`src/av1_range_encoder_pkg.sv`:
```
package av1_range_encoder_pkg;

    // ==============================
    // Widths and coder constants
    // ==============================
    localparam int RANGE_WIDTH   = 16;
    localparam int LOW_WIDTH     = 24;
    localparam int D_SIZE        = 5;
    localparam int PROB_WIDTH    = 16;      // Q15 CDF values
    localparam int NSYMS_WIDTH   = 5;
    localparam int EC_MIN_PROB   = 4;       // Minimum probability step per symbol
    localparam int EC_PROB_SHIFT = 6;       // CDF bits dropped before the multiply
    localparam int CDF_TOP       = 32768;   // 1.0 in Q15

    // ==============================
    // Vector types
    // ==============================
    typedef logic [RANGE_WIDTH-1:0] range_t;
    typedef logic [RANGE_WIDTH:0]   range_ext_t;   // One headroom bit
    typedef logic [LOW_WIDTH-1:0]   low_t;
    typedef logic [D_SIZE-1:0]      shift_t;       // Shift d and bit count s
    typedef logic [PROB_WIDTH-1:0]  prob_t;
    typedef logic [NSYMS_WIDTH-1:0] sym_t;
    typedef logic [7:0]             byte_t;
    typedef logic [7:0]             run_t;         // Pending 0xFF count

    localparam range_t RANGE_INIT = 16'h8000;
    // Bit count is held offset by 9, so 0 here is the AV1 start count of -9
    localparam shift_t S_INIT     = '0;

    // ==============================
    // Structs
    // ==============================
    typedef struct packed {
        prob_t fl;
        prob_t fh;
        sym_t  sym;
        sym_t  nsyms;
        logic  bool_mode;
        logic  lsb_symbol;                  // Bool value in bool mode
    } sym_req_t;

    typedef struct packed {
        range_t     in_range;               // Range before this symbol
        range_t     range_ready;            // Normalized new range
        shift_t     d;
        range_ext_t u;
        range_ext_t v_bool;
        logic       comp_mux_1;
        logic       bool_mode;
        logic       lsb_symbol;
    } stage2_out_t;

    typedef struct packed {
        low_t       low;
        shift_t     s;
        range_t     bit_1;                  // Byte plus carry in [8:0]
        range_t     bit_2;
        logic [1:0] flag_bitstream;         // 0 none, 1 bit_1, 2 both
    } stage3_out_t;

    typedef struct packed {
        byte_t head;
        run_t  run_len;
        byte_t run_byte;
        logic  has_tail;
        byte_t tail;
    } chunk_t;

endpackage
```
`src/av1_range_encoder.sv`:
```
`timescale 1ns/100ps

module av1_range_encoder
    import av1_range_encoder_pkg::*;
(
    input  logic     clk,
    input  logic     rst,
    input  logic     sym_valid,     // One request per strobe
    input  sym_req_t sym_req,
    output logic     chunk_valid,
    output chunk_t   chunk
);

    range_t      range;             // Current range register
    range_ext_t  u, v_bool;
    logic        comp_mux_1;
    stage2_out_t s2;
    logic        s2_valid;
    stage3_out_t res;
    low_t        low;               // Fed back from stage 4
    shift_t      s;

    // ==============================
    // Pipeline
    // ==============================
    stage_1_interval u_stage_1 (
        .req        (sym_req),
        .range      (range),
        .u          (u),
        .v_bool     (v_bool),
        .comp_mux_1 (comp_mux_1)
    );

    stage_2_range u_stage_2 (
        .clk        (clk),
        .rst        (rst),
        .sym_valid  (sym_valid),
        .req        (sym_req),
        .u          (u),
        .v_bool     (v_bool),
        .comp_mux_1 (comp_mux_1),
        .range      (range),
        .s2         (s2),
        .s2_valid   (s2_valid)
    );

    stage_3 u_stage_3 (
        .s2     (s2),
        .in_low (low),
        .in_s   (s),
        .res    (res)
    );

    stage_4_carry u_stage_4 (
        .clk         (clk),
        .rst         (rst),
        .s2_valid    (s2_valid),
        .res         (res),
        .low         (low),
        .s           (s),
        .chunk_valid (chunk_valid),
        .chunk       (chunk)
    );

endmodule

```
`src/stage_4_carry.sv`:
```
`timescale 1ns/100ps

module stage_4_carry
    import av1_range_encoder_pkg::*;
(
    input  logic        clk,
    input  logic        rst,
    input  logic        s2_valid,
    input  stage3_out_t res,
    output low_t        low,
    output shift_t      s,
    output logic        chunk_valid,
    output chunk_t      chunk
);

    byte_t  pend_q;                  // Byte held back for a late carry
    logic   pend_vld_q;
    run_t   run_q;                   // 0xFF bytes queued behind pend_q

    logic   do_1, do_2;
    logic   emit_1, emit_2;
    byte_t  head_1, head_2;
    byte_t  rb_1, rb_2;              // Run byte after carry
    byte_t  pend_1, pend_2;
    logic   pvld_1, pvld_2;
    run_t   run_1, run_2;
    chunk_t chunk_d;

    // One 9-bit value through the carry rule
    function automatic void carry_step(
        input  byte_t      pend,
        input  logic       pend_vld,
        input  run_t       run,
        input  logic [8:0] c,
        output logic       emit,
        output byte_t      head,
        output byte_t      run_byte,
        output byte_t      pend_n,
        output logic       pend_vld_n,
        output run_t       run_n
    );
        emit       = 1'b0;
        head       = pend + byte_t'(c[8]);
        run_byte   = c[8] ? 8'h00 : 8'hFF;   // 0xFF plus carry wraps
        pend_n     = pend;
        pend_vld_n = pend_vld;
        run_n      = run;
        if (!pend_vld) begin                 // First byte, nothing below to carry into
            pend_n     = c[7:0];
            pend_vld_n = 1'b1;
        end else if ((c[7:0] == 8'hFF) && !c[8]) begin
            run_n = run + run_t'(1);         // Still unresolved
        end else begin
            emit   = 1'b1;
            pend_n = c[7:0];
            run_n  = '0;
        end
    endfunction

    // ==============================
    // Carry resolution
    // ==============================
    always_comb begin
        do_1 = s2_valid && (res.flag_bitstream != 2'd0);
        do_2 = s2_valid && (res.flag_bitstream == 2'd2);

        carry_step(pend_q, pend_vld_q, run_q, res.bit_1[8:0],
                   emit_1, head_1, rb_1, pend_1, pvld_1, run_1);
        if (!do_1) begin
            emit_1 = 1'b0;
            pend_1 = pend_q;
            pvld_1 = pend_vld_q;
            run_1  = run_q;
        end

        carry_step(pend_1, pvld_1, run_1, res.bit_2[8:0],
                   emit_2, head_2, rb_2, pend_2, pvld_2, run_2);
        if (!do_2) begin
            emit_2 = 1'b0;
            pend_2 = pend_1;
            pvld_2 = pvld_1;
            run_2  = run_1;
        end

        // Double emission, second is one byte since run_1 is zero
        chunk_d          = '0;
        chunk_d.has_tail = emit_1 && emit_2;
        chunk_d.tail     = head_2;
        if (emit_1) begin
            chunk_d.head     = head_1;
            chunk_d.run_len  = run_q;
            chunk_d.run_byte = rb_1;
        end else begin
            chunk_d.head     = head_2;
            chunk_d.run_len  = run_1;
            chunk_d.run_byte = rb_2;
        end
    end

    // ==============================
    // Registers
    // ==============================
    always_ff @(posedge clk) begin
        if (rst) begin
            low         <= '0;
            s           <= S_INIT;
            pend_vld_q  <= 1'b0;
            run_q       <= '0;
            chunk_valid <= 1'b0;
        end else begin
            chunk_valid <= emit_1 || emit_2;
            if (s2_valid) begin
                low        <= res.low;   // Feedback into stage 3
                s          <= res.s;
                pend_vld_q <= pvld_2;
                run_q      <= run_2;
            end
        end
    end

    always_ff @(posedge clk) begin
        if (s2_valid) begin
            pend_q <= pend_2;
        end
        if (emit_1 || emit_2) begin
            chunk <= chunk_d;
        end
    end

endmodule

```
`src/stage_3.sv`:
```
`timescale 1ns/100ps

module stage_3
    import av1_range_encoder_pkg::*;
(
    input  stage2_out_t s2,
    input  low_t        in_low,
    input  shift_t      in_s,
    output stage3_out_t res
);

    low_t   iso_bool_m, iso_mux_m;         // Isolation enables per path
    low_t   iso_bool_low, iso_mux_low;
    range_t iso_bool_range, iso_bool_v;
    range_t iso_mux_range, iso_mux_u;
    low_t   low_bool, low_mux, low;

    shift_t s_comp;                        // Count after shifting by d
    shift_t c_s0, c_s8;                    // Byte positions in low
    shift_t c_int_s0, c_int_s8;
    shift_t s_s0, s_s8;
    low_t   m_s0, m_s8;
    low_t   low_s0, low_s8;
    logic   emit_1, emit_2;

    // ==============================
    // Low update
    // ==============================
    // Idle path sees zero operands
    assign iso_bool_m = {LOW_WIDTH{s2.bool_mode & s2.lsb_symbol}};
    assign iso_mux_m  = {LOW_WIDTH{~s2.bool_mode & s2.comp_mux_1}};

    assign iso_bool_low   = in_low & iso_bool_m;
    assign iso_bool_range = s2.in_range & iso_bool_m[RANGE_WIDTH-1:0];
    assign iso_bool_v     = s2.v_bool[RANGE_WIDTH-1:0] & iso_bool_m[RANGE_WIDTH-1:0];

    assign iso_mux_low    = in_low & iso_mux_m;
    assign iso_mux_range  = s2.in_range & iso_mux_m[RANGE_WIDTH-1:0];
    assign iso_mux_u      = s2.u[RANGE_WIDTH-1:0] & iso_mux_m[RANGE_WIDTH-1:0];

    // Upper part of the split is skipped over
    assign low_bool = s2.lsb_symbol ?
                      iso_bool_low + (low_t'(iso_bool_range) - low_t'(iso_bool_v)) : in_low;
    assign low_mux  = s2.comp_mux_1 ?
                      iso_mux_low + (low_t'(iso_mux_range) - low_t'(iso_mux_u)) : in_low;
    assign low      = s2.bool_mode ? low_bool : low_mux;

    // ==============================
    // Normalization
    // ==============================
    assign s_comp = in_s + s2.d;
    assign emit_1 = (s_comp >= 5'd9);      // At least one byte complete
    assign emit_2 = (s_comp >= 5'd17);     // Two bytes complete

    assign c_s0     = in_s + 5'd7;
    assign c_s8     = in_s - 5'd1;
    assign c_int_s0 = in_s + 5'd16;        // Wraps, fixed up by the -24 below
    assign c_int_s8 = in_s + 5'd8;

    assign m_s0   = (low_t'(1) << c_s0) - low_t'(1);   // Bits under first byte
    assign m_s8   = m_s0 >> 8;                         // Bits under second byte
    assign low_s0 = low & m_s0;
    assign low_s8 = low_s0 & m_s8;

    assign s_s0 = c_int_s0 + s2.d - 5'd24;
    assign s_s8 = c_int_s8 + s2.d - 5'd24;

    // ==============================
    // Outputs and pre-bitstream
    // ==============================
    always_comb begin
        if (emit_2) begin
            res.low            = low_s8 << s2.d;
            res.s              = s_s8;
            res.flag_bitstream = 2'd2;
        end else if (emit_1) begin
            res.low            = low_s0 << s2.d;
            res.s              = s_s0;
            res.flag_bitstream = 2'd1;
        end else begin
            res.low            = low << s2.d;
            res.s              = s_comp;
            res.flag_bitstream = 2'd0;
        end
        res.bit_1 = emit_1 ? range_t'(low >> c_s0) : '0;      // Carry lands in bit 8
        res.bit_2 = emit_2 ? range_t'(low_s0 >> c_s8) : '0;   // Follows bit_1 in stream
    end

endmodule

```
`src/stage_2_range.sv`:
```
`timescale 1ns/100ps

module stage_2_range
    import av1_range_encoder_pkg::*;
(
    input  logic        clk,
    input  logic        rst,
    input  logic        sym_valid,
    input  sym_req_t    req,
    input  range_ext_t  u,
    input  range_ext_t  v_bool,
    input  logic        comp_mux_1,
    output range_t      range,
    output stage2_out_t s2,
    output logic        s2_valid
);

    range_ext_t rng_new_ext;
    range_t     rng_new;       // Unnormalized new range
    range_t     range_ready;
    shift_t     d;

    // ==============================
    // New range
    // ==============================
    always_comb begin
        if (req.bool_mode) begin
            rng_new_ext = req.lsb_symbol ? v_bool : range_ext_t'(range) - v_bool;
        end else begin
            rng_new_ext = comp_mux_1 ? u - v_bool : range_ext_t'(range) - v_bool;
        end
    end

    assign rng_new = rng_new_ext[RANGE_WIDTH-1:0];

    // Leading zero count, highest set bit wins
    always_comb begin
        d = shift_t'(RANGE_WIDTH);   // Zero range, not reachable with a valid CDF
        for (int i = 0; i < RANGE_WIDTH; i++) begin
            if (rng_new[i]) begin
                d = shift_t'(RANGE_WIDTH - 1 - i);
            end
        end
    end

    assign range_ready = rng_new << d;   // MSB back at bit 15

    // ==============================
    // Registers
    // ==============================
    always_ff @(posedge clk) begin
        if (rst) begin
            range    <= RANGE_INIT;
            s2_valid <= 1'b0;
        end else begin
            s2_valid <= sym_valid;
            if (sym_valid) begin
                range <= range_ready;
            end
        end
    end

    // Stage 3 payload, low trails range by one stage
    always_ff @(posedge clk) begin
        if (sym_valid) begin
            s2.in_range    <= range;
            s2.range_ready <= range_ready;
            s2.d           <= d;
            s2.u           <= u;
            s2.v_bool      <= v_bool;
            s2.comp_mux_1  <= comp_mux_1;
            s2.bool_mode   <= req.bool_mode;
            s2.lsb_symbol  <= req.lsb_symbol;
        end
    end

endmodule

```
`src/stage_1_interval.sv`:
```
`timescale 1ns/100ps

module stage_1_interval
    import av1_range_encoder_pkg::*;
(
    input  sym_req_t   req,
    input  range_t     range,
    output range_ext_t u,
    output range_ext_t v_bool,
    output logic       comp_mux_1
);

    logic [17:0] prod_fl, prod_fh;   // 8 x 10 bit products
    range_ext_t  scale_fl, scale_fh;
    sym_t        n_u, n_v;           // Symbols left above each bound
    range_ext_t  u_ms, v_ms, v_bl;

    // ==============================
    // Scaled CDF bounds
    // ==============================
    assign prod_fl = range[RANGE_WIDTH-1:8] * req.fl[PROB_WIDTH-1:EC_PROB_SHIFT];
    assign prod_fh = range[RANGE_WIDTH-1:8] * req.fh[PROB_WIDTH-1:EC_PROB_SHIFT];

    assign scale_fl = range_ext_t'(prod_fl >> 1);
    assign scale_fh = range_ext_t'(prod_fh >> 1);

    assign n_u = req.nsyms - req.sym;
    assign n_v = n_u - sym_t'(1);

    // Minimum probability steps keep every symbol codable
    assign u_ms = scale_fl + range_ext_t'(EC_MIN_PROB * n_u);
    assign v_ms = scale_fh + range_ext_t'(EC_MIN_PROB * n_v);
    assign v_bl = scale_fl + range_ext_t'(EC_MIN_PROB);   // Bool split point

    // ==============================
    // Outputs
    // ==============================
    assign u          = req.bool_mode ? range_ext_t'(range) : u_ms;   // Bool upper bound is whole range
    assign v_bool     = req.bool_mode ? v_bl : v_ms;
    assign comp_mux_1 = (req.fl < prob_t'(CDF_TOP));   // Upper bound below 1.0

endmodule

```
`config.mk`:
```
export PLATFORM = sky130hd
export DESIGN_NAME = av1_range_encoder
export DESIGN_NICKNAME = d
export VERILOG_FILES = /design/src/av1_range_encoder_pkg.sv /design/src/av1_range_encoder.sv /design/src/stage_4_carry.sv /design/src/stage_3.sv /design/src/stage_2_range.sv /design/src/stage_1_interval.sv
export SDC_FILE = /design/constraint.sdc
export NUM_CORES = 1
export LEC_CHECK = 0
export BUFFER_PORTS_ARGS = -buffer_cell sky130_fd_sc_hd__buf_2
export CAP_MARGIN = 20
export CORE_UTILIZATION = 45
export CTS_BUF_LIST = sky130_fd_sc_hd__clkbuf_4
export CTS_CLUSTER_DIAMETER = 100
export DETAILED_ROUTE_END_ITERATION = 6
export GPL_TIMING_DRIVEN = 1
export HOLD_SLACK_MARGIN = 0.06
export PLACE_DENSITY_LB_ADDON = 0.08
export SETUP_SLACK_MARGIN = 0.05
export SYNTH_ARGS = -nofsm -noshare
export SYNTH_HDL_FRONTEND = slang
export SYNTH_SLANG_ARGS = --single-unit
```
`constraint.sdc`:
```
create_clock -name clk -period 27.3 [get_ports clk]
set_input_delay 2.73 -clock clk [delete_from_list [all_inputs] [get_ports clk]]
set_output_delay 2.73 -clock clk [all_outputs]
set_load 0.02 [all_outputs]
```
Word-level counts from Yosys, hierarchy flattened
Index checks and enable logic that the tools add are counted. W data, S select, Z words.

Shifts and indexed selects: 7. Bitwise operators: 11. Equality and inequality tests: 3. Magnitude comparators: 3. Add/subtract/negate cells: 25. Multiply operators: 2. Reductions and logical operators: 9. Multiplexer cells: 53.

Operators with widths (count): $mux W8 (14); $mux W24 (4); $mux W16 (5); $mux W5 (16); $and A24 B24 Y24 (3); $shl A24 B5 Y24 (3); $and A16 B16 Y16 (4); $mux W29 (2); $add A24 B24 Y24 (2); $shr A24 B5 Y9 (2); $mul A8 B10 Y17 (2); $sub A16 B16 Y17 (2); $add A16 B7 Y16 (2); $sub A16 B16 Y16 (2); $and A24 B16 Y24 (1); $shl A1 B5 Y24 const A (1); $sub A24 B1 Y24 const B (1); $mux W9 (2); $add A16 B3 Y16 const B (1); $add A8 B1 Y8 (2); $add A8 B1 Y8 const B (2); $eq A8 B8 Y1 const B (2); $lt A16 B16 Y1 const B (1); $shl A16 B5 Y16 (1); 18 further kinds (36).

Word-level logic and storage cells: 133. Flip-flop bits (word level): 153. Input port bits: 47. Output and inout bits: 34.

Depth between registers and ports, before layout
Depth in word-level cells: 24. Gate-level depth with buffers: 45. Gate-level depth less buffers: 38.

Modules after synthesis
Synthesis repeated with hierarchy kept, for this count alone.

Cell total of the unflattened synthesis: 3470. Area, all modules: 27802.9 sq um.

By module, submodules not included: stage_3 (cells an instance 1658, instances 1, area an instance 11140.7 sq um, sequential area each 0.0 sq um); stage_1_interval (cells an instance 846, instances 1, area an instance 6809.0 sq um, sequential area each 0.0 sq um); stage_2_range (cells an instance 596, instances 1, area an instance 6108.4 sq um, sequential area each 2562.5 sq um); stage_4_carry (cells an instance 370, instances 1, area an instance 3744.8 sq um, sequential area each 1801.7 sq um).

Worst setup path after synthesis
Ideal clock, no wire load.

Kind: input port to flip-flop. Start: in sym_req[39] in the netlist's numbering. End: reg u_stage_2.range[14]. Required time: 27238 ps. Stages: 32. Buffers on the path: 1. Setup time: 62 ps. Arrival time: 10076 ps. Path slack: 17162 ps. Path through: nand2_1 -> fa_1 -> fa_1 -> inv_1 -> fa_1 -> inv_1 -> fa_1 -> inv_1 -> ha_1 -> or3_1 -> and2_1 -> ha_1 -> nor2b_1 -> o21ai_0 -> or3b_2 -> nor3_1 -> xnor2_1 -> o21ai_0 -> ha_1 -> o2111ai_1 -> a21boi_0 -> o21a_1 -> nor2_1 -> or3_1 -> a32oi_1 -> xnor2_2 -> nand2_2 -> buf_6 -> mux2_1 -> a31o_2 -> a311o_1 -> nand3_1.

Elaborated cells between the ends (all ways): 28. Those cells by class: add/sub (4); mul (1); order compare (1); shift (1); mux (21).

RTL lines: start: declaration (RTL line av1_range_encoder.sv:9) `input sym_req_t sym_req,`; $mul A8 B10 Y17 * (RTL line stage_1_interval.sv:21) `assign prod_fl = range[RANGE_WIDTH-1:8] * req.fl[PROB_WIDTH-1:EC_PROB_SHIFT];`; $add A16 B7 Y16 * (RTL line stage_1_interval.sv:31) `assign u_ms = scale_fl + range_ext_t'(EC_MIN_PROB * n_u);`; $mux W16 * (RTL line stage_1_interval.sv:38) `assign u = req.bool_mode ? range_ext_t'(range) : u_ms;`; named net u[12] (RTL line av1_range_encoder.sv:15) `range_ext_t u, v_bool;`; $sub A16 B16 Y16 * (RTL line stage_2_range.sv:30) `rng_new_ext = comp_mux_1 ? u - v_bool : range_ext_t'(range) - v_bool;`; $mux W16 * (RTL line stage_2_range.sv:30); $mux W16 * (RTL line stage_2_range.sv:27) `if (req.bool_mode) begin`; $mux W5 (4 in a row) (RTL line stage_2_range.sv:40) `if (rng_new[i]) begin`; $shl A16 B5 Y16 * (RTL line stage_2_range.sv:46) `assign range_ready = rng_new << d;`; end signal: assignment (RTL line stage_2_range.sv:58) `range <= range_ready;`; end: declaration (RTL line stage_2_range.sv:13) `output range_t range,`.

Mark *: on every way through the listed nets, which the timed path passes. The rest lies on a longest branch. A chain may end at the register's enable or synchronous reset.

Worst setup path after layout
Start: in sym_req[19] in the netlist's numbering. End: reg u_stage_2.range[13].

Elaborated cells between the ends (all ways): 25. Those cells by class: add/sub (3); mul (1); shift (1); mux (20).

RTL lines: $mul A8 B10 Y17 * (RTL line stage_1_interval.sv:22) `assign prod_fh = range[RANGE_WIDTH-1:8] * req.fh[PROB_WIDTH-1:EC_PROB_SHIFT];`; $add A16 B7 Y16 * (RTL line stage_1_interval.sv:32) `assign v_ms = scale_fh + range_ext_t'(EC_MIN_PROB * n_v);`; $mux W16 * (RTL line stage_1_interval.sv:39) `assign v_bool = req.bool_mode ? v_bl : v_ms;`; named net u_stage_1.v_bool[8] (RTL line stage_1_interval.sv:9) `output range_ext_t v_bool,`; $sub A16 B16 Y16, on equally long branches (RTL line stage_2_range.sv:28, stage_2_range.sv:30); $mux W16, on equally long branches (RTL line stage_2_range.sv:30, stage_2_range.sv:28); $mux W16 * (RTL line stage_2_range.sv:27); $mux W5 (8 in a row) (RTL line stage_2_range.sv:40); $shl A16 B5 Y16 * (RTL line stage_2_range.sv:46).

Marks and branches as above.

==> impl_metrics.csv <==
group,metric,value,unit
layout,fin_nets,3727,
synth,synth.distinct_cells,130,
synth,ys.flop_type,"edfxtp_1",
synth,ys_ff_latch,146,
critical_path,crit_family,"adder cells",
detailed_routing,viasPerCell,6.40,
cts,clockBufferDepth,2,
placed_design,dpl_cell_area,0.0274,mm2
critical_path,critPathKind,"input pin to flip-flop",
global_routing,grt_max_degree,75,
synth,netlist_instances,3404,
floorplan,io_pins,81,
timing,whs,532,ps
layout,drive_above_1_share,0.0899,
global_routing,grt_pass1_wl,153000,um
cts,cts.sinks,146,
timing,fin_worst_skew,40.8,ps
global_routing,grt_use_total,0.330,
timing,setup_viol,0,
timing,min_period,11540,ps
critical_path,critPathCaptureType,"flip-flop",
detailed_routing,drc,1,
min_path,holdCritPathClass,"flip-flop to flip-flop",
critical_path,cpPeakStageDelay,610,ps
synth,synth_warnings,0,
critical_path,startpoint_type,"input pin",
placed_design,portBuffers,68,
global_routing,grt_pass1_vias,25690,
min_path,worstHoldPathCells,2,
critical_path,cp.buffers_inverters,5,
detailed_routing,drtIter0Drc,2243,
detailed_routing,drtPass1Iterations,7,
timing,period_share,0.423,
cts,cts-buffers-inserted,17,
layout,design_area,0.0277,mm2
critical_path,cp_slowest_cell,"nand2_1",
synth,synth_nets,3775,
floorplan,num_rows,88,
cts,hold_buffers,0,
synth,synth-seq-area-share,0.144,
timing,clock.fmax,86.6,MHz
floorplan,die_h,245,um
detailed_routing,vias,26480,
placed_design,dp_hpwl,80000,um
min_path,min_to,"u_stage_4.low[16]",
synth,syn_avg_cell_area,7.81,um2
cts,clkLatencyLatePin,700,ps
synth,synth-async-reset-ratio,0,
critical_path,r2r_end,"u_stage_4.chunk[30]",
synth,synth_edf_count,90,
critical_path,rr_startpoint,"u_stage_2.s2[2]",
layout,final_common_cell,"nand2_1",
cts,cts_tree,"built",
critical_path,rr_worst_depth,38,
layout,final_cell_mix,"nand2_1, nor2_1, inv_1",
timing,slew-limit-headroom,0.326,
job,drv_cap,0,
critical_path,cp_max_fo,20,
cts,cts_setup_buffers,0,
floorplan,start_util,0.458,
timing,fin_tns_setup,0,ps
timing,tightest_slew,1010,ps
status,violations,"DRC",
synth,netlist_area,0.0266,mm2
cts,cts_resized,0,
floorplan,coreArea,0.0580,mm2
cts,cts.reportedPaths.clkPinSlew,170,ps
timing,rsz0062_at_grt,"false",
status,status,"finished with violations",
layout,areaGrowthSynthToFinish,4.37,%
timing,hold_violations,0,
detailed_routing,routed_wl,99800,um
global_routing,gr-total-overflow,0,
detailed_routing,wl_per_cell,24.1,um
floorplan,die_area,0.0600,mm2
critical_path,crit_required,27880,ps
floorplan,die_x,245,um
timing,slew_viol_final,0,
placed_design,place.gp.congestion,1.06,
min_path,hold_start,"u_stage_4.low[16]",
cts,root_buffer,"clkbuf_4",
cts,htreeDepth,4,
detailed_routing,ant_nets,0,
global_routing,antenna_found_initial,1,
critical_path,crit_arrival,12120,ps
critical_path,reg2reg_slack,16140,ps
worst max-delay path by stage:
stage                start                   to  slack [ps]  cells after the start
6_report       sym_req[19]  u_stage_2.range[13]       15760                     34
5_1_grt        sym_req[36]   u_stage_2.range[5]       15330                     35
4_1_cts        sym_req[19]  u_stage_2.range[13]       15870                     34
3_5_place_dp   sym_req[19]  u_stage_2.range[13]       15140                     34
3_3_place_gp   sym_req[19]  u_stage_2.range[13]       15160                     33
2_1_floorplan  sym_req[39]  u_stage_2.range[14]       17160                     32
metal layers:
| layer | share of wire | vias to the layer above | GRT usage |
|---|---|---|---|
| li1 | - | 12329 | - |
| met1 | 0.42 | 12793 | 0.422 |
| met2 | 0.47 | 1118 | 0.546 |
| met3 | 0.061 | 240 | 0.0401 |
| met4 | 0.052 | 0 | 0.167 |
| met5 | 0 | - | 0 |
synthesized netlist by cell type (14+ instances only):
cell,count,share of area
a31oi_1,39,0.0092
a211o_1,19,0.0063
o31ai_1,19,0.0054
nand2b_1,44,0.010
o21a_1,39,0.011
nor2b_1,24,0.0057
o221ai_1,14,0.0046
o22ai_1,14,0.0033
or3_1,25,0.0059
mux2_2,41,0.017
nand3_1,83,0.016
a221o_1,14,0.0053
ha_1,217,0.10
nand4_1,39,0.0092
buf_1,18,0.0025
a22oi_1,27,0.0076
o21bai_1,15,0.0042
mux2i_1,81,0.031
and2_1,186,0.044
xnor2_1,111,0.037
fa_1,107,0.081
o2111ai_1,21,0.0069
clkbuf_1,107,0.015
nor2_1,279,0.039
edfxtp_1,90,0.10
or2_2,19,0.0045
o211ai_1,50,0.014
nor3_1,84,0.016
buf_2,31,0.0058
a21o_1,54,0.015
a211oi_1,67,0.019
a21oi_2,14,0.0046
a21boi_0,14,0.0040
dfxtp_1,56,0.042
and3_1,65,0.015
xor2_1,54,0.018
nand2_1,328,0.046
inv_1,234,0.033
a21oi_1,193,0.036
o21ai_0,148,0.028
buf_4,15,0.0042
cells by family after synthesis:
family                     Yosys count  share of synthesized area
xor gates and xnor gates           167                     0.0556
and+or+nand+nor                   1259                      0.239
buffers and inverters              416                     0.0635
AOI/OAI and AO/OA                  963                      0.262
muxes                              129                     0.0534
adders and majority gates          324                      0.183
DFF                                146                      0.144
registers in the layout (all words and copies together) (netlist names):
register and count:
u_stage_2.range 16, u_stage_2.s2 56, u_stage_2.s2_valid 1, u_stage_4.chunk 26, u_stage_4.chunk_valid 1, u_stage_4.low 24, u_stage_4.pend_q 8, u_stage_4.pend_vld_q 1
u_stage_4.run_q 8, u_stage_4.s 5
final cells by class:
| class | count | area, um2 |
|---|---|---|
| antenna | 1 | 2.50 |
| clock buffer | 17 | 128 |
| clock inverter | 15 | 201 |
| fill | 5822 | 30300 |
| inverter | 240 | 901 |
| multi-input combinational | 2842 | 21100 |
| sequential | 146 | 3830 |
| tap | 765 | 957 |
| timing repair buffer | 109 | 648 |
through the flow:
step / utilization / std cells / worst slack, ps
global route: 0.478 / 4135 / 15330
finish: 0.478 / 4135 / 15760
global placement: 0.472 / 4102 / 15160
detailed placement: 0.472 / 4102 / 15140
CTS: 0.478 / 4134 / 15870
floorplan: - / 3404 / 17160
tightest hold or removal path: stages, from the launching register on:
cell and delay [ps]:
dfxtp_1 350, nor2_1 100, a211oi_1 60
Power is not shown: default switching activity piles up to over one toggle a cycle in this logic, so the estimate is an artifact.
